[config.mk]
export PLATFORM = sky130hd
export DESIGN_NAME = envelope_generator
export DESIGN_NICKNAME = d
export VERILOG_FILES = /design/src/env_pkg.sv /design/src/env_state_fsm.sv /design/src/env_rate_counter.sv /design/src/env_level_update.sv /design/src/ksl_rom.sv /design/src/env_output_stage.sv /design/src/envelope_generator.sv
export SDC_FILE = /design/constraint.sdc
export NUM_CORES = 1
export LEC_CHECK = 0
export BUFFER_PORTS_ARGS = -buffer_cell sky130_fd_sc_hd__buf_4
export CAP_MARGIN = 30
export CORE_MARGIN = 2
export CORE_UTILIZATION = 30
export CTS_CLUSTER_DIAMETER = 200
export DETAILED_ROUTE_END_ITERATION = 10
export GPL_TIMING_DRIVEN = 0
export PLACE_DENSITY = 0.48
export SYNTH_ARGS = -nofsm -noshare
export SYNTH_HDL_FRONTEND = slang
export SYNTH_SLANG_ARGS = --single-unit
[constraint.sdc]
create_clock -name clk -period 14.9 [get_ports clk]
set_clock_uncertainty 0.05 [all_clocks]
set_input_delay 0.745 -clock clk [delete_from_list [all_inputs] [get_ports clk]]
set_output_delay 0.745 -clock clk [all_outputs]
set_load 0.01 [all_outputs]
[src/env_pkg.sv]
`default_nettype none

package env_pkg;

    localparam int num_slots       = 18;  // one bank of operators
    localparam int slot_width      = 5;
    localparam int env_width       = 9;   // attenuation, 0.1875 dB units
    localparam int rate_width      = 4;   // ar, dr, sl, rr
    localparam int tl_width        = 6;
    localparam int ksl_width       = 2;
    localparam int fnum_width      = 10;
    localparam int block_width     = 3;
    localparam int frame_cnt_width = 15;
    localparam int step_width      = 4;   // steps of 0, 1, 2, 4, 8
    localparam int pipe_delay      = 3;   // strobe to env_valid

    localparam logic [env_width-1:0] silence = 9'd511;  // fully attenuated

    localparam int eff_rate_width = 6;    // effective rate 0..63
    localparam logic [eff_rate_width-1:0] max_eff_rate = 6'd63;
    localparam int fast_q         = 12;   // rate quotient where per-frame steps begin
    localparam int sl_shift       = 4;    // sustain level compares against env / 16
    localparam int atk_shift      = 3;    // attack decrement is env * step / 8

    localparam int ksl_add_width  = 8;
    localparam int fnum_hi_width  = 4;    // top fnum bits index the ksl table
    localparam int ksl_oct_step   = 8;    // ksl base drop per octave
    localparam int ksl_top_block  = 7;    // octave with the full ksl base

    // ADSR phase kept per slot
    typedef enum logic [1:0] {
        ph_attack  = 2'd0,
        ph_decay   = 2'd1,
        ph_sustain = 2'd2,
        ph_release = 2'd3
    } env_phase_t;

    // operator register set, delivered with each strobe
    typedef struct packed {
        logic [rate_width-1:0]  ar;     // attack rate
        logic [rate_width-1:0]  dr;     // decay rate
        logic [rate_width-1:0]  sl;     // sustain level
        logic [rate_width-1:0]  rr;     // release rate
        logic [tl_width-1:0]    tl;     // total level
        logic                   ksr;    // key scale rate
        logic [ksl_width-1:0]   ksl;    // key scale level select
        logic                   egt;    // sustained envelope type
        logic [fnum_width-1:0]  fnum;
        logic [block_width-1:0] block;  // octave
    } op_settings_t;

    typedef struct packed {
        logic [env_width-1:0] env;
        env_phase_t           phase;
    } env_out_t;

    // one stage of the top-level strobe pipeline
    typedef struct packed {
        logic         valid;
        env_phase_t   phase;
        op_settings_t settings;
    } pipe_stage_t;

    localparam pipe_stage_t pipe_idle = '{
        valid:    1'b0,
        phase:    ph_release,
        settings: '0
    };

    // cycle-1 stage inside the level update
    typedef struct packed {
        logic                  valid;
        logic [slot_width-1:0] slot;
        env_phase_t            phase;
        logic [env_width-1:0]  env;
    } level_stage_t;

    localparam level_stage_t level_idle = '{
        valid: 1'b0,
        slot:  '0,
        phase: ph_release,
        env:   silence
    };

    localparam env_out_t out_idle = '{
        env:   silence,
        phase: ph_release
    };

endpackage

`default_nettype wire

[src/env_state_fsm.sv]
`default_nettype none

module env_state_fsm (
    input  logic                             clk,
    input  logic                             arst_n,
    input  logic                             sample_clk_en,  // one slot per strobe
    input  logic [env_pkg::slot_width-1:0]   slot,
    input  env_pkg::op_settings_t            settings,
    input  logic                             key_on,
    input  logic                             key_off,
    input  logic [env_pkg::env_width-1:0]    env_at_rd,      // stored attenuation, cycle 0
    output env_pkg::env_phase_t              phase_next,
    output logic [env_pkg::rate_width-1:0]   rate_req
);

    env_pkg::env_phase_t phase_mem [env_pkg::num_slots];  // per-slot ADSR phase
    env_pkg::env_phase_t phase_cur;
    logic [env_pkg::env_width-env_pkg::sl_shift-1:0] env_coarse;  // env / 16
    logic [env_pkg::env_width-env_pkg::sl_shift-1:0] sl_ext;

    assign phase_cur  = phase_mem[slot];  // async read in cycle 0
    assign env_coarse = env_at_rd[env_pkg::env_width-1:env_pkg::sl_shift];
    assign sl_ext     = (env_pkg::env_width-env_pkg::sl_shift)'(settings.sl);

    always_comb begin
        phase_next = phase_cur;
        case (phase_cur)
            env_pkg::ph_attack: begin
                if (env_at_rd == '0)
                    phase_next = env_pkg::ph_decay;  // peak reached
            end
            env_pkg::ph_decay: begin
                if (env_coarse >= sl_ext)
                    phase_next = env_pkg::ph_sustain;  // down to sustain level
            end
            env_pkg::ph_sustain: begin
                if (!settings.egt)
                    phase_next = env_pkg::ph_release;  // percussive tone moves on
            end
            default: ;  // release holds until a key event
        endcase
        if (key_on)
            phase_next = env_pkg::ph_attack;  // key_on wins
        else if (key_off)
            phase_next = env_pkg::ph_release;
    end

    always_comb begin
        case (phase_next)
            env_pkg::ph_attack:  rate_req = settings.ar;
            env_pkg::ph_decay:   rate_req = settings.dr;
            env_pkg::ph_sustain: rate_req = '0;  // level frozen
            default:             rate_req = settings.rr;
        endcase
    end

    always_ff @(posedge clk or negedge arst_n) begin
        if (!arst_n) begin
            for (int i = 0; i < env_pkg::num_slots; i++) begin
                phase_mem[i] <= env_pkg::ph_release;  // all slots silent
            end
        end else if (sample_clk_en) begin
            phase_mem[slot] <= phase_next;  // write back at end of cycle 0
        end
    end

endmodule

`default_nettype wire

[src/env_rate_counter.sv]
`default_nettype none

module env_rate_counter (
    input  logic                              clk,
    input  logic                              arst_n,
    input  logic                              sample_clk_en,
    input  logic                              frame_end,   // last slot of the frame
    input  logic [env_pkg::rate_width-1:0]    rate_req,
    input  logic                              ksr,
    input  logic [env_pkg::block_width-1:0]   block,
    output logic [env_pkg::step_width-1:0]    step         // valid in cycle 1
);

    localparam int q_width = env_pkg::eff_rate_width - 2;  // effective rate / 4

    logic [env_pkg::frame_cnt_width-1:0] frame_cnt;   // shared by all slots
    logic [env_pkg::block_width-1:0]     key_ofs;
    logic [env_pkg::eff_rate_width:0]    eff_sum;     // one spare bit before the cap
    logic [env_pkg::eff_rate_width-1:0]  eff_rate;
    logic [q_width-1:0]                  q;
    logic [env_pkg::frame_cnt_width-1:0] frame_mask;
    logic [env_pkg::step_width-1:0]      step_calc;

    // key scaling, full block with ksr, coarse otherwise
    assign key_ofs = ksr ? block : (block >> 2);

    assign eff_sum = (env_pkg::eff_rate_width+1)'({rate_req, 2'b00})
                   + (env_pkg::eff_rate_width+1)'(key_ofs);

    assign eff_rate = (eff_sum > env_pkg::max_eff_rate) ? env_pkg::max_eff_rate
                                                        : eff_sum[env_pkg::eff_rate_width-1:0];

    assign q = eff_rate[env_pkg::eff_rate_width-1:2];

    always_comb begin
        frame_mask = '0;
        if (rate_req == '0) begin
            step_calc = '0;  // rate 0 never moves
        end else if (q >= env_pkg::fast_q) begin
            // several units per frame at the top rates
            step_calc = env_pkg::step_width'(1) << (q - env_pkg::fast_q);
        end else begin
            // one unit every 2^(12-q) frames
            frame_mask = (env_pkg::frame_cnt_width'(1) << (env_pkg::fast_q - q))
                       - env_pkg::frame_cnt_width'(1);
            step_calc  = ((frame_cnt & frame_mask) == '0) ? env_pkg::step_width'(1) : '0;
        end
    end

    always_ff @(posedge clk or negedge arst_n) begin
        if (!arst_n) begin
            frame_cnt <= '0;
            step      <= '0;
        end else begin
            step <= step_calc;  // registered step for cycle 1
            if (sample_clk_en && frame_end)
                frame_cnt <= frame_cnt + 1'b1;  // wraps freely
        end
    end

endmodule

`default_nettype wire

[src/env_level_update.sv]
`default_nettype none

module env_level_update (
    input  logic                            clk,
    input  logic                            arst_n,
    input  logic                            sample_clk_en,
    input  logic [env_pkg::slot_width-1:0]  slot,
    input  env_pkg::env_phase_t             phase_next,
    input  logic [env_pkg::step_width-1:0]  step,        // from rate counter, cycle 1
    output logic [env_pkg::env_width-1:0]   env_at_rd,   // cycle 0
    output logic [env_pkg::env_width-1:0]   env_new      // cycle 2
);

    localparam int prod_width = env_pkg::env_width + env_pkg::step_width;

    logic [env_pkg::env_width-1:0] env_mem [env_pkg::num_slots];  // per-slot attenuation
    env_pkg::level_stage_t         lvl_p1;
    logic [prod_width-1:0]         atk_prod;
    logic [env_pkg::env_width:0]   atk_dec;    // up to 512
    logic [env_pkg::env_width:0]   rise_sum;   // carry shows overflow
    logic [env_pkg::env_width-1:0] env_calc;

    assign env_at_rd = env_mem[slot];  // async read

    assign atk_prod = prod_width'(lvl_p1.env) * prod_width'(step);
    assign atk_dec  = atk_prod[prod_width-1:env_pkg::atk_shift] + 1'b1;  // env*step/8 + 1
    assign rise_sum = {1'b0, lvl_p1.env} + (env_pkg::env_width+1)'(step);

    always_comb begin
        env_calc = lvl_p1.env;  // sustain and idle steps hold
        case (lvl_p1.phase)
            env_pkg::ph_attack: begin
                if (step != '0 && lvl_p1.env != '0) begin
                    if (atk_dec >= {1'b0, lvl_p1.env})
                        env_calc = '0;  // never below full volume
                    else
                        env_calc = lvl_p1.env - atk_dec[env_pkg::env_width-1:0];
                end
            end
            env_pkg::ph_decay, env_pkg::ph_release: begin
                if (rise_sum > {1'b0, env_pkg::silence})
                    env_calc = env_pkg::silence;  // saturate
                else
                    env_calc = rise_sum[env_pkg::env_width-1:0];
            end
            default: ;
        endcase
    end

    always_ff @(posedge clk or negedge arst_n) begin
        if (!arst_n) begin
            lvl_p1 <= env_pkg::level_idle;
            for (int i = 0; i < env_pkg::num_slots; i++) begin
                env_mem[i] <= env_pkg::silence;
            end
        end else begin
            lvl_p1 <= '{valid: sample_clk_en, slot: slot, phase: phase_next, env: env_at_rd};
            if (lvl_p1.valid)
                env_mem[lvl_p1.slot] <= env_calc;  // write back end of cycle 1
        end
    end

    always_ff @(posedge clk) begin
        env_new <= env_calc;
    end

endmodule

`default_nettype wire

[src/ksl_rom.sv]
`default_nettype none

module ksl_rom (
    input  logic                                clk,
    input  logic [env_pkg::fnum_hi_width-1:0]   fnum_hi,
    input  logic [env_pkg::block_width-1:0]     block,
    input  logic [env_pkg::ksl_width-1:0]       ksl,
    output logic [env_pkg::ksl_add_width-1:0]   ksl_add    // valid in cycle 2
);

    logic [env_pkg::ksl_add_width-1:0] ksl_base;   // top-octave value
    logic [env_pkg::ksl_add_width-1:0] oct_drop;   // 8 per octave below 7
    logic [env_pkg::ksl_add_width-1:0] ksl_oct;
    logic [env_pkg::ksl_add_width-1:0] ksl_calc;

    always_comb begin
        case (fnum_hi)
            4'd0:    ksl_base = 8'd0;
            4'd1:    ksl_base = 8'd24;
            4'd2:    ksl_base = 8'd32;
            4'd3:    ksl_base = 8'd37;
            4'd4:    ksl_base = 8'd40;
            4'd5:    ksl_base = 8'd43;
            4'd6:    ksl_base = 8'd45;
            4'd7:    ksl_base = 8'd47;
            4'd8:    ksl_base = 8'd48;
            4'd9:    ksl_base = 8'd50;
            4'd10:   ksl_base = 8'd51;
            4'd11:   ksl_base = 8'd52;
            4'd12:   ksl_base = 8'd53;
            4'd13:   ksl_base = 8'd54;
            4'd14:   ksl_base = 8'd55;
            default: ksl_base = 8'd56;
        endcase
    end

    assign oct_drop = env_pkg::ksl_add_width'(env_pkg::ksl_oct_step)
                    * env_pkg::ksl_add_width'(env_pkg::ksl_top_block - int'(block));

    assign ksl_oct = (ksl_base > oct_drop) ? (ksl_base - oct_drop) : '0;  // floor at 0

    always_comb begin
        case (ksl)
            2'd0:    ksl_calc = '0;              // scaling off
            2'd1:    ksl_calc = ksl_oct >> 1;
            2'd2:    ksl_calc = ksl_oct >> 2;
            default: ksl_calc = ksl_oct;         // full slope
        endcase
    end

    always_ff @(posedge clk) begin
        ksl_add <= ksl_calc;
    end

endmodule

`default_nettype wire

[src/env_output_stage.sv]
`default_nettype none

module env_output_stage (
    input  logic                               clk,
    input  logic                               arst_n,
    input  logic                               valid_in,   // strobe, cycle 2
    input  logic [env_pkg::env_width-1:0]      env_new,
    input  logic [env_pkg::tl_width-1:0]       tl,
    input  logic [env_pkg::ksl_add_width-1:0]  ksl_add,
    input  env_pkg::env_phase_t                phase,
    output logic                               env_valid,  // cycle 3
    output env_pkg::env_out_t                  result
);

    logic [env_pkg::env_width:0]   level_sum;  // max 1018, fits 10 bits
    logic [env_pkg::env_width-1:0] level_clamped;

    assign level_sum = (env_pkg::env_width+1)'(env_new)
                     + (env_pkg::env_width+1)'({tl, 2'b00})  // tl in 0.75 dB units
                     + (env_pkg::env_width+1)'(ksl_add);

    assign level_clamped = (level_sum > {1'b0, env_pkg::silence}) ? env_pkg::silence
                                                                 : level_sum[env_pkg::env_width-1:0];

    always_ff @(posedge clk or negedge arst_n) begin
        if (!arst_n) begin
            env_valid <= 1'b0;
            result    <= env_pkg::out_idle;
        end else begin
            env_valid <= valid_in;  // one result per strobe
            if (valid_in)
                result <= '{env: level_clamped, phase: phase};  // holds between strobes
        end
    end

endmodule

`default_nettype wire

[src/envelope_generator.sv]
`default_nettype none

module envelope_generator (
    input  logic                            clk,
    input  logic                            arst_n,
    input  logic                            sample_clk_en,
    input  logic [env_pkg::slot_width-1:0]  slot,
    input  env_pkg::op_settings_t           settings,
    input  logic                            key_on,
    input  logic                            key_off,
    input  logic                            frame_end,
    output logic                            env_valid,
    output env_pkg::env_out_t               result
);

    // stages 1 and 2, the output stage holds stage 3
    env_pkg::pipe_stage_t pipe [1:env_pkg::pipe_delay-1];

    env_pkg::env_phase_t                phase_next;
    logic [env_pkg::rate_width-1:0]     rate_req;
    logic [env_pkg::step_width-1:0]     step;
    logic [env_pkg::env_width-1:0]      env_at_rd;
    logic [env_pkg::env_width-1:0]      env_new;
    logic [env_pkg::ksl_add_width-1:0]  ksl_add;

    always_ff @(posedge clk or negedge arst_n) begin
        if (!arst_n) begin
            for (int i = 1; i < env_pkg::pipe_delay; i++) begin
                pipe[i] <= env_pkg::pipe_idle;
            end
        end else begin
            pipe[1] <= '{valid: sample_clk_en, phase: phase_next, settings: settings};
            for (int i = 2; i < env_pkg::pipe_delay; i++) begin
                pipe[i] <= pipe[i-1];  // shift down
            end
        end
    end

    env_state_fsm u_state_fsm (
        .clk           (clk),
        .arst_n        (arst_n),
        .sample_clk_en (sample_clk_en),
        .slot          (slot),
        .settings      (settings),
        .key_on        (key_on),
        .key_off       (key_off),
        .env_at_rd     (env_at_rd),
        .phase_next    (phase_next),
        .rate_req      (rate_req)
    );

    env_rate_counter u_rate_counter (
        .clk           (clk),
        .arst_n        (arst_n),
        .sample_clk_en (sample_clk_en),
        .frame_end     (frame_end),
        .rate_req      (rate_req),
        .ksr           (settings.ksr),
        .block         (settings.block),
        .step          (step)
    );

    env_level_update u_level_update (
        .clk           (clk),
        .arst_n        (arst_n),
        .sample_clk_en (sample_clk_en),
        .slot          (slot),
        .phase_next    (phase_next),
        .step          (step),
        .env_at_rd     (env_at_rd),
        .env_new       (env_new)
    );

    ksl_rom u_ksl_rom (
        .clk     (clk),
        .fnum_hi (pipe[1].settings.fnum[env_pkg::fnum_width-1 -: env_pkg::fnum_hi_width]),
        .block   (pipe[1].settings.block),
        .ksl     (pipe[1].settings.ksl),
        .ksl_add (ksl_add)
    );

    env_output_stage u_output_stage (
        .clk       (clk),
        .arst_n    (arst_n),
        .valid_in  (pipe[env_pkg::pipe_delay-1].valid),
        .env_new   (env_new),
        .tl        (pipe[env_pkg::pipe_delay-1].settings.tl),
        .ksl_add   (ksl_add),
        .phase     (pipe[env_pkg::pipe_delay-1].phase),
        .env_valid (env_valid),
        .result    (result)
    );

endmodule

`default_nettype wire

## After elaboration in Yosys (flattened, before gate mapping)

Memories as Yosys holds them, arrays and structs flattened.
Cells that the tools add are included.

- Bits in latches: 0
- Logic and storage cells: 137
- Memories kept: 1
- Memory bits (read-only): 96
- RAM bits: 0
- Register bits after elaboration: 293

- Shifts and indexed selects: 2
- Divide/modulo/power cells: 0
- Bitwise gates (word level): 3
- Add/subtract/negate cells: 12
- Mux-type cells: 31
- Magnitude comparators: 11
- $mul: 1
- Reductions and logical operators: 14
- Equal/unequal tests: 8

Memories:

| name | depth | bits a word | read ports | clocked after memory_dff | write ports | RTL line | RTL |
|---|---|---|---|---|---|---|---|
| (name not given) | 16 | 6 | 1 | 0 | 0 | ksl_rom.sv:17 | `case (fnum_hi)` |

Operators with widths:

| kind | count |
|---|---|
| $bwmux 162 | 1 |
| $mux 9 | 7 |
| $bmux 9 s5 | 1 |
| $demux 9 s5 | 1 |
| $bwmux 36 | 1 |
| $shl 1x32->15 const A | 1 |
| $shl 1x32->4 const A | 1 |
| $pmux 8 s3 | 1 |
| $gt 10x9->1 const B | 2 |
| $pmux 9 s2 | 1 |
| $mux 2 | 8 |
| $add 15x1->15 const B | 1 |
| $and 15x15->15 | 1 |
| $logic_not 15->1 | 1 |
| $sub 15x2->15 const B | 1 |
| $mul 9x4->13 | 1 |
| $ge 6x6->1 const B | 2 |
| $lt 6x1->1 const B | 2 |
| $not 5->6 | 2 |
| $pmux 4 s3 | 1 |
| $add 10x1->10 const B | 1 |
| $add 10x8->10 | 1 |
| $add 9x4->10 | 1 |
| $add 9x8->10 | 1 |
| other kinds (28) | 41 |

## Logic depth before layout (Yosys ltp)

Gate-level depths: netlist (run 1).

- Depth after elaboration: 22
- Mapped depth: 39
- Depth with buffers taken out: 33

## Hierarchy

A second synthesis (run 1) with hierarchy kept.

- Cells, all modules: 1,520
- Area total of the unflattened synthesis: 16,741.1 um^2

Modules (own cells, without submodules):

| module | area an instance (um^2) | cells an instance | sequential area each (um^2) | times used |
|---|---|---|---|---|
| env_level_update | 10,631.4 | 962 | 4,875.9 | 1 |
| env_state_fsm | 2,192.1 | 175 | 945.9 | 1 |
| env_rate_counter | 1,542.7 | 174 | 475.5 | 1 |
| env_output_stage | 1,029.7 | 104 | 314.1 | 1 |
| envelope_generator | 680.7 | 27 | 680.7 | 1 |
| ksl_rom | 664.4 | 78 | 160.2 | 1 |

## Worst setup path after synthesis (run 1)

No wires, ideal clock.

- Path kind: input -> register
- Start point: input port slot[0] (netlist bit)
- End point: register u_rate_counter.step[0] (netlist bit)
- Setup slack: 7.111 ns
- Setup time: 0.065 ns
- Arrival time: 7.674 ns
- Stages: 37
- Cells stage by stage: buf_6 buf_4 buf_2 mux2i_1 o22ai_1 a221oi_1 o21ai_1 ha_1 or2_2 a21oi_1 a21oi_1 o32ai_2 and2_2 mux2_2 a22o_1 ha_1 ha_1 buf_6 a21oi_1 o21bai_4 and2_4 buf_12 ha_1 nand2_1 and2_1 clkbuf_1 nor3_1 nand3_1 ha_1 clkbuf_1 clkinv_1 and4_1 and3_1 a221o_1 a311o_1 nor4_2 a31o_1

- Longest elaborated chain between the ends: 22
- Elaborated cells on any way between the ends: 37

Ends and longest elaborated chain:

| element | RTL line | RTL |
|---|---|---|
| start, declared | envelope_generator.sv:7 | `input logic [env_pkg::slot_width-1:0] slot,` |
| $not 5->6 (not written as such) * | env_level_update.sv:23 | `assign env_at_rd = env_mem[slot];` |
| $bmux 9 s5 * | env_level_update.sv:23 |  |
| $mux 9 (not written as such) * (2 in a row) | env_level_update.sv:23 |  |
| named net env_at_rd, one bit | envelope_generator.sv:22 | `logic [env_pkg::env_width-1:0] env_at_rd;` |
| $ge 5x4->1 / $logic_not 9->1 (equally long branches) | env_state_fsm.sv:33, env_state_fsm.sv:29 |  |
| $mux 2 (on tied branches) | env_state_fsm.sv:33, env_state_fsm.sv:29 |  |
| $pmux 2 s3 * | env_state_fsm.sv:27 | `case (phase_cur)` |
| $mux 2 * | env_state_fsm.sv:44 | `else if (key_off)` |
| (+7 left out) | - |  |
| $shl 1x32->15 | env_rate_counter.sv:44 | `frame_mask = (env_pkg::frame_cnt_width'(1) << (env_pkg::fast_q - q))` |
| $sub 15x2->15 | env_rate_counter.sv:45 | `- env_pkg::frame_cnt_width'(1);` |
| $and 15x15->15 | env_rate_counter.sv:46 | `step_calc = ((frame_cnt & frame_mask) == '0) ? env_pkg::step_width'(1) : '0;` |
| $logic_not 15->1 | env_rate_counter.sv:46 |  |
| $mux 1 | env_rate_counter.sv:46 |  |
| $mux 4 | env_rate_counter.sv:39 | `end else if (q >= env_pkg::fast_q) begin` |
| $mux 4 * | env_rate_counter.sv:37 | `if (rate_req == '0) begin` |
| named net u_rate_counter.step_calc, one bit | env_rate_counter.sv:22 | `logic [env_pkg::step_width-1:0] step_calc;` |
| end signal, assigned | env_rate_counter.sv:55 | `step <= step_calc;` |
| end, declared | env_rate_counter.sv:11 | `output logic [env_pkg::step_width-1:0] step` |

Mark *: on every way through the listed nets, which the timed path passes. The rest lies on a longest branch. The select of a mux whose other input is x is not followed.
A chain may end at the register's enable or synchronous reset.

## Worst setup path after layout (run 1)

Same ends and word-level chain as after synthesis.

==> results.ini, run 1 <==
[critical_path]
worstPathRequired_ns=15.31
cpPeakStageDelay_ns=0.65
cp_slowest_cell=a221oi_1
worst-path-max-fanout=10
end_kind=register
crit_top_cell=ha_1
path_class=input pin to register
start_kind=input pin
cp.arrival_ns=10.31

[power]
power.internal_w=0.00174
switching_share_pct=31.4
total_power_w=0.00254
pwr-share-seq_pct=42.1
power_switching_w=0.000798
irDropWorstVdd_mv=0.0628
powerDensity_nw_per_um2=134
clock_power_share_pct=32.4
power.leakage_nw=7.98
power_frac_comb_pct=25.4

[run_status]
status=finished clean

[place]
portBuffers=55
place_congestion=0.854
place_area_sq_um=17900
post-dp-hpwl_um=34400

[layout]
final_nets=1730
fin_area_sq_um=19000
drive_above_1_share_pct=35.7
final_util_pct=35.1
final_common_cell=dfstp_2
mostFrequentLayoutCells=dfstp_2 (222), nand2_1 (157), mux2_2 (154)
area_delta_synth_final_pct=15.2
diodes=0

[synthesis]
synth_edf_count=0
yosys-top-cells-area=dfstp_2 (35%), mux2_2 (11%), dfrtp_1 (7.3%)
synth.cell_area_sq_um=16500
ys_types=100
syn_inst=1485
yosysSeqAreaShare_pct=44.8
ys_warn_count=0
synth_ff_type=dfstp_2
synth_top_cell_by_area=dfstp_2
ys_ff_latch=287
synth_top_area_share_pct=35.4
syn_avg_cell_area_sq_um=11.1
async_flop_share_pct=94.1
synth.net_count=1627

[drt]
vias=11700
wl_um=46900
via_per_inst=5.08
firstDrtPassIters=5
dr.first_iter.drc_count=838
drc_errors=0
wl_per_cell_um=20.3
ant_nets=0

[clocking]
cts-resized-gates=0
path_clk_slew_ns=0.06
clock_sinks=287
htreeDepth=2
clockRootBuffer=clkbuf_16
clk_latency_ns=0.55
cts_buffer_depth=3
cts_tree=yes
cts_hold_buf=0
cts_made_buffers=36
post_cts_buffers=0

[die]
dieArea_sq_um=56800
die_y_um=238
initial_utilization_pct=30.5
rows=85
io_pins=62
die_width_um=238
core-area_sq_um=54000

[sta]
finalHoldWorstSlack_ns=0.0816
hold_viol=0
slew_headroom_pct=33.8
fin_crit_sh_pct=66.5
tightestPinTransition_ns=0.993
finalSetupTns_ns=0
timing.fmax_ghz=0.101
rsz0062_at_grt=false
setup_violations=0
min_period_ns=9.91
drv_slew=0

[grt]
grt_pass1_wl_um=73100
overflow=0
grtUsageTotal_pct=16.8
grt_start_max_net_pins=114
grt_pass1_vias=12100
antenna_found_initial=2

[hold_path]
hp-class=input pin to async pin

[run]
maxCapViolations=0

flip-flops by register name (all words and copies together) (netlist names):
name,flops
u_state_fsm.phase_mem,36
u_level_update.env_mem,162
pipe,24
u_level_update.env_new,9
u_level_update.lvl_p1,17
u_output_stage.result,11
u_rate_counter.frame_cnt,15
u_ksl_rom.ksl_add,8
u_output_stage.env_valid,1
u_rate_counter.step,4
Yosys cell counts, types with 5 or more instances:
library cell / n
a31oi_1: 7
xnor2_1: 26
buf_2: 9
a211oi_1: 7
dfstp_2: 222
fa_1: 25
and4_1: 5
nand2_1: 157
o21ai_1: 5
a21oi_1: 59
mux4_2: 24
o22ai_1: 7
buf_6: 10
nand2b_1: 11
a221oi_1: 5
nand3b_1: 5
clkbuf_1: 43
a21o_1: 24
ha_1: 67
nor2_1: 78
nor2b_1: 12
mux2i_1: 51
mux2_1: 5
xor2_1: 19
o21ai_0: 93
dfxtp_1: 17
nor3_1: 20
and2_1: 26
nand4_1: 11
inv_1: 73
and3_1: 10
dfrtp_1: 48
nand3_1: 23
mux2_2: 154
o31ai_1: 7
cells by family after synthesis:
logic type	share of synthesized area (%)
AND/OR/NAND/NOR	12.0
flip-flops	44.8
AO/OA/AOI/OAI	10.9
multiplexers	17.3
buffers and inverters	4.22
adder cells (fa/ha/maj)	8.13
XOR/XNOR	2.73
worst max-delay path: cells and delay by family:
family | cells | cell delay [ns]
buffers and inverters | 9 | 2.37
AO/OA/AOI/OAI | 10 | 3.06
AND/OR/NAND/NOR | 10 | 1.90
adder cells (fa/ha/maj) | 5 | 1.18
multiplexers | 3 | 1.00
per-stage QoR:
step	setup slack (ns)	std cells
final	4.99	2308
after global placement	4.62	2236
after floorplan	7.11	1485
after detailed placement	4.60	2245
after global routing	4.51	2308
after CTS	5.15	2307
path summary, 6_finish.rpt:
path                                             from                            to  slack (ns)  depth (start not counted)
setup / recovery                              slot[0]        u_rate_counter.step[0]        4.99                         37
hold / removal                                 arst_n  u_rate_counter.frame_cnt[10]        0.08                          1
setup reg to reg           u_level_update.env_mem[60]        u_rate_counter.step[0]        5.64                         32
hold reg to reg                              pipe[64]                      pipe[22]        0.30                          0
max in group asynchronous                      arst_n                      pipe[17]       13.67                          2
min in group clk                          settings[1]                      pipe[43]        0.24                          1
layer usage:
layer	GRT usage (%)	up-vias	share of wire, %
met5	0	-	0.017
li1	-	5481	-
met2	26.8	249	46
met4	4.22	2	2.0
met3	3.33	54	4.5
met1	23.4	5930	47
cell type report:
type                       instances  area, sq um
buffer                            73          409
clock buffer                      52         1010
clock inverter                    10         83.8
fill                            5474        35100
inverter                          76          285
multi-input combinational       1049         8400
sequential                       287         7370
tap                              696          871
timing repair buffer              65          531
power groups by stage:
stage / clock network, W / logic (W) / registers [W]
final: 0.000825 / 0.000647 / 0.00107
after global routing: 0.000884 / 0.000715 / 0.00109
after CTS: 0.000850 / 0.000648 / 0.00107
after detailed placement: 0 / 0.000644 / 0.00108
after global placement: 0 / 0.000630 / 0.00108
after floorplan: 0 / 0.000440 / 0.00106
No activity file was read; power rests on OpenSTA's default activity.
==> run 2, diff against run 1 <==
--- a/config.mk
+++ b/config.mk
@@ -12,7 +12,7 @@
 export CTS_CLUSTER_DIAMETER = 200
 export DETAILED_ROUTE_END_ITERATION = 10
 export GPL_TIMING_DRIVEN = 0
-export PLACE_DENSITY = 0.48
+export PLACE_DENSITY = 0.49
 export SYNTH_ARGS = -nofsm -noshare
 export SYNTH_HDL_FRONTEND = slang
 export SYNTH_SLANG_ARGS = --single-unit
==> constraint.sdc (replaced) <==
create_clock -name clk -period 9 [get_ports clk]
set_clock_uncertainty 0.05 [all_clocks]
set_input_delay 0.45 -clock clk [delete_from_list [all_inputs] [get_ports clk]]
set_output_delay 0.45 -clock clk [all_outputs]
set_load 0.01 [all_outputs]
==> results.ini, run 2 (same netlist as run 1, synthesis figures left out) <==
[layout]
diodes=0  ; unchanged
final_common_cell=dfstp_2
final_util_pct=35.9  ; +0.74 points
drive_above_1_share_pct=36.0  ; +0.24 points
mostFrequentLayoutCells=dfstp_2 (222), nand2_1 (157), mux2_2 (154)
reg_top3=u_level_update.env_mem: 162 flops, u_state_fsm.phase_mem: 36 flops, pipe: 24 flops
final_nets=1748  ; +1.0%
area_delta_synth_final_pct=17.6
layout.cells.non_filler=2328  ; +0.87%
largest_register=u_level_update.env_mem
largest_register_ffs=162  ; unchanged

[sta]
setup_violations=0  ; unchanged
fin_crit_sh_pct=94.3
min_period_ns=8.49
slew_headroom_pct=33.0  ; -0.74 points
timing.fmax_ghz=0.118
tightestPinTransition_ns=1.00  ; +0.0111 ns
drv_slew=0  ; unchanged
hold_viol=0  ; unchanged
rsz0062_at_grt=false
finalHoldWorstSlack_ns=0.0488  ; -0.0328 ns
fin_ws_ns=0.515  ; -4.48 ns

[drt]
wl_per_cell_um=20.2  ; -0.71%
dr.first_iter.drc_count=703  ; -16%
wl_um=46900  ; +0.15%
via_per_inst=4.99  ; -1.7%
ant_nets=0  ; unchanged
vias=11600  ; -0.84%
firstDrtPassIters=5  ; unchanged
drc_errors=0  ; unchanged

[place]
post-dp-hpwl_um=34000  ; -1.2%
place_inst=2245  ; unchanged
place_congestion=0.849  ; -0.61%
portBuffers=55  ; unchanged
pre_cts_ws_ns=-1.02  ; -5.63 ns

[clocking]
cts_buffer_depth=3  ; unchanged
post_cts_buffers=0  ; unchanged
clock_sinks=287  ; unchanged
path_clk_slew_ns=0.06  ; about the same
clk_latency_ns=0.55  ; about the same
cts_made_buffers=35  ; -2.8%
htreeDepth=2  ; unchanged
clockRootBuffer=clkbuf_16
cts_tree=yes

[die]
initial_utilization_pct=30.5  ; unchanged
core-area_sq_um=54000  ; unchanged
die_y_um=238  ; unchanged
dieArea_sq_um=56800  ; unchanged
rows=85  ; unchanged
io_pins=62  ; unchanged
die_width_um=238  ; unchanged

[grt]
grtUsageTotal_pct=16.9  ; +0.038 points
antenna_found_initial=0  ; -2
grt_pass1_wl_um=73100  ; about the same
grt_pass1_vias=12100  ; +0.44%
overflow=0  ; unchanged
grt_start_max_net_pins=127  ; +11%

[critical_path]
start_kind=input pin
end_kind=register
worstPathRequired_ns=9.36  ; -5.95 ns
path_class=input pin to register
worst-path-max-fanout=10  ; unchanged
cp_slowest_cell=a2111oi_1
cpPeakStageDelay_ns=0.64  ; about the same
cp.arrival_ns=8.84  ; -1.47 ns
crit_top_cell=ha_1

[power]
irDropWorstVdd_mv=0.118  ; +87%
powerDensity_nw_per_um2=227  ; +70%
power.leakage_nw=8.15  ; +2.2%

[run]
maxCapViolations=0  ; unchanged

[hold_path]
hp-class=input pin to register

[run_status]
status=finished clean

[run 2: cell types whose count changed in the layout (fill, tap and decap cells not counted), sizes merged]
cell / change
bufinv: +5
clkbuf: +2
clkinv: -6
clkinvlp: +1
dlygate4sd3: +20
inv: -2
[run 2: worst paths after layout]
| kind | startpoint | end | slack (ns) | depth (start not counted) |
|---|---|---|---|---|
| setup / recovery | slot[0] | u_rate_counter.step[0] | 0.51 | 34 |
| hold / removal | settings[2] | pipe[44] | 0.05 | 1 |
| setup reg to reg | u_level_update.env_mem[60] | u_rate_counter.step[0] | 0.78 | 30 |
| hold reg to reg | pipe[60] | pipe[18] | 0.30 | 0 |
| max in group asynchronous | arst_n | pipe[42] | 7.06 | 4 |
| min in group asynchronous | arst_n | u_rate_counter.frame_cnt[10] | 0.40 | 2 |
[run 2: power breakdown]
| part | internal [W] | leakage (nW) | switching (W) |
|---|---|---|---|
| registers | 0.00163 | 3.04 | 0.000136 |
| clock network | 0.000985 | 0.625 | 0.000560 |
| logic | 0.000475 | 4.49 | 0.000613 |
[run 2: area by class of cell]
class | count | area (sq um)
clock inverters | 8 | 165
fillers | 5365 | 34700
plain buffers | 71 | 404
repair buffers | 86 | 742
well taps | 696 | 871
multi-input cells | 1049 | 8420
inverters | 76 | 289
flip-flops and latches | 287 | 7370
clock buffers | 55 | 1100
[run 2: routing by layer]
layer  routed length (um)  global-route usage, %  vias to the layer above
met5                    0                      0                        -
met1                22000                   23.1                     5793
met3                 2530                   3.41                       54
met2                21400                   26.8                      266
met4                 1050                   5.04                        0
li1                     -                      -                     5505
[run 2: repair_timing]
action / CTS / global route
hold buffers: 20 / 0
resized for setup: 3 / 6
endpoints found under the setup margin: 1 / 1
hold endpoints to repair: 35 / 0
[run 2: worst max-delay path, delay by kind of cell]
family / cells / cell delay (ns)
adders and majority gates: 5 / 1.42
muxes: 2 / 0.74
AOI/OAI and AO/OA: 13 / 3.42
buffers and inverters: 7 / 1.35
and+or+nand+nor: 7 / 1.43
[run 2: through the flow]
| step | TNS [ns] | cell area (sq um) | power, W |
|---|---|---|---|
| floorplan | 0 | 16500 | 0.00248 |
| global placement | -0.931 | 17800 | 0.00282 |
| detailed placement | -1.02 | 17900 | 0.00285 |
| finish | 0 | 19400 | 0.00440 |
| CTS | 0 | 19300 | 0.00444 |
| global route | 0 | 19400 | 0.00464 |
==> run 3, diff against run 2 <==
==> constraint.sdc (replaced) <==
create_clock -name clk -period 9 [get_ports clk]
set_clock_uncertainty 0.05 [all_clocks]
set_input_delay 1.8 -clock clk [delete_from_list [all_inputs] [get_ports clk]]
set_output_delay 1.8 -clock clk [all_outputs]
set_load 0.01 [all_outputs]
==> results.ini, run 3 (same netlist as run 1, synthesis figures left out) <==
[die]
die_y_um=238  ; unchanged
rows=85  ; unchanged
die_width_um=238  ; unchanged
initial_utilization_pct=30.5  ; unchanged
io_pins=62  ; unchanged
core-area_sq_um=54000  ; unchanged
dieArea_sq_um=56800  ; unchanged

[layout]
diodes=0  ; unchanged
final.fill_count=5344  ; -0.39%
reg_top3=u_level_update.env_mem: 162 flops, u_state_fsm.phase_mem: 36 flops, pipe: 24 flops
largest_register=u_level_update.env_mem
area_delta_synth_final_pct=18.0
ff_latch_area_sq_um=7370  ; unchanged
final_nets=1736  ; -0.69%
fin_area_sq_um=19400  ; +0.32%
final_common_cell=dfstp_2
final_util_pct=36.0  ; +0.12 points
multiInputGateArea_sq_um=8560  ; +1.7%
mostFrequentLayoutCells=dfstp_2 (222), nand2_1 (157), mux2_2 (154)
largest_register_ffs=162  ; unchanged
drive_above_1_share_pct=38.1  ; +2.1 points

[critical_path]
crit_top_cell=ha_1
start_kind=input pin
path_class=input pin to register
worstPathRequired_ns=9.40  ; +0.04 ns
cp_slowest_cell=mux4_2
r2r_end=u_level_update.env_mem[21]
reg2reg_from=u_rate_counter.step[3]
end_kind=register
cp.arrival_ns=9.08  ; +0.24 ns
rrSetupSlack_ns=1.13  ; +0.35 ns
worst-path-max-fanout=10  ; unchanged
r2r_cells=25  ; -17%
cpPeakStageDelay_ns=0.55  ; -0.09 ns

[drt]
wl_per_cell_um=20.2  ; +0.30%
wl_met1_um=22200  ; +1.2%
dr_wl_met3_um=2150  ; -15%
dr.first_iter.drc_count=699  ; -0.57%
wl_um=46800  ; -0.22%
highest_layer=met4
ant_nets=0  ; unchanged
firstDrtPassIters=5  ; unchanged
wl_met2_um=21400  ; +0.14%
vias=11600  ; -0.34%
drc_errors=0  ; unchanged
via_per_inst=5.00  ; +0.17%

[clocking]
cts_tree=yes
htreeDepth=2  ; unchanged
cts_buffer_depth=3  ; unchanged
cts_made_buffers=35  ; unchanged
path_clk_slew_ns=0.05  ; about the same
clock_sinks=287  ; unchanged
clk_latency_ns=0.55  ; about the same
clockRootBuffer=clkbuf_16

[sta]
hold_viol=0  ; unchanged
rsz0062_at_grt=false
timing.fmax_ghz=0.115  ; -2.2%
min_period_ns=8.68  ; +0.193 ns
slew_headroom_pct=30.9  ; -2.2 points
setup_violations=0  ; unchanged
tightestPinTransition_ns=1.04  ; +0.0324 ns
fin_crit_sh_pct=96.4  ; +2.1 points
drv_slew=0  ; unchanged

[place]
place_congestion=0.849  ; unchanged
place_area_sq_um=17900  ; unchanged
portBuffers=55  ; unchanged
post-dp-hpwl_um=34000  ; unchanged

[hold_path]
hp-class=register to register
hold_depth=0  ; -1
holdPathEnd=pipe[18]
worstHoldStart=pipe[60]

[power]
power.leakage_nw=8.15  ; about the same
powerDensity_nw_per_um2=227  ; +0.14%
irDropWorstVdd_mv=0.126  ; +7.5%

[run]
maxCapViolations=0  ; unchanged

[grt]
grt_pass1_vias=12000  ; -0.52%
grtUsageTotal_pct=16.8  ; -0.020 points
grt_start_max_net_pins=127  ; unchanged
grt_pass1_wl_um=73000  ; about the same
antenna_found_initial=0  ; unchanged
overflow=0  ; unchanged

[run_status]
status=finished clean

## run 3: changes by cell type in the layout (fill, tap and decap cells not counted), sizes merged
cell,change
buf,+9
clkinv,+1
clkbuf,-1
clkinvlp,-1
dlygate4sd3,-20
## run 3: power breakdown
group / switching, W / internal, W / total, W
logic: 0.000623 / 0.000486 / 0.00111
registers: 0.000137 / 0.00163 / 0.00177
clock network: 0.000558 / 0.000985 / 0.00154
total: 0.00132 / 0.00310 / 0.00442
## run 3: cell type report
type,instances,share of cell area (%)
multi-input cells,1049,44.1
flip-flops and latches,287,37.9
clock buffers,55,5.69
well taps,696,4.48
repair buffers,75,3.14
plain buffers,70,2.38
inverters,76,1.47
clock inverters,8,0.850
## run 3: what timing repair did
action                                  4_1_cts  5_1_grt
endpoints found under the setup margin        1        1
gates resized for setup                      37       21
buffers inserted                              2        7
pin swaps                                     4        6
hold buffers                                  0        0
## run 3: worst max path at each step
stage / start / end / slack, ns / cells after the start
final: slot[0] / u_rate_counter.step[0] / 0.32 / 36
after floorplan: slot[0] / u_rate_counter.step[0] / 0.16 / 37
after detailed placement: slot[0] / u_rate_counter.step[0] / -2.37 / 37
after global routing: slot[2] / u_rate_counter.step[0] / 0.03 / 37
after CTS: slot[0] / u_rate_counter.step[0] / 0.005 / 36
after global placement: slot[0] / u_rate_counter.step[0] / -2.28 / 37
## run 3: metrics by stage
stage | std cells | hold WS (ns) | TNS [ns] | setup WS (ns) | power [W]
after floorplan | 1485 | 0.281 | 0 | 0.156 | 0.00248
after global placement | 2236 | 0.286 | -2.28 | -2.28 | 0.00282
after detailed placement | 2245 | 0.287 | -2.37 | -2.37 | 0.00285
after CTS | 2309 | 0.299 | 0 | 0.00479 | 0.00445
after global routing | 2316 | 0.305 | 0 | 0.0268 | 0.00466
final | 2316 | 0.299 | 0 | 0.322 | 0.00442
## run 3: worst max-delay path, delay by kind of cell
kind / cells / cell delay (ns)
and+or+nand+nor: 9 / 1.44
muxes: 2 / 0.88
adders and majority gates: 5 / 1.13
buffers and inverters: 7 / 0.91
AOI/OAI and AO/OA: 13 / 2.88
## run 3: per-layer routing
metal  up-vias  global-route usage, %
met4         0                   5.13
met3        54                   3.09
met2       253                   26.7
met1      5792                   23.3
met5         -                      0
li1       5479                      -
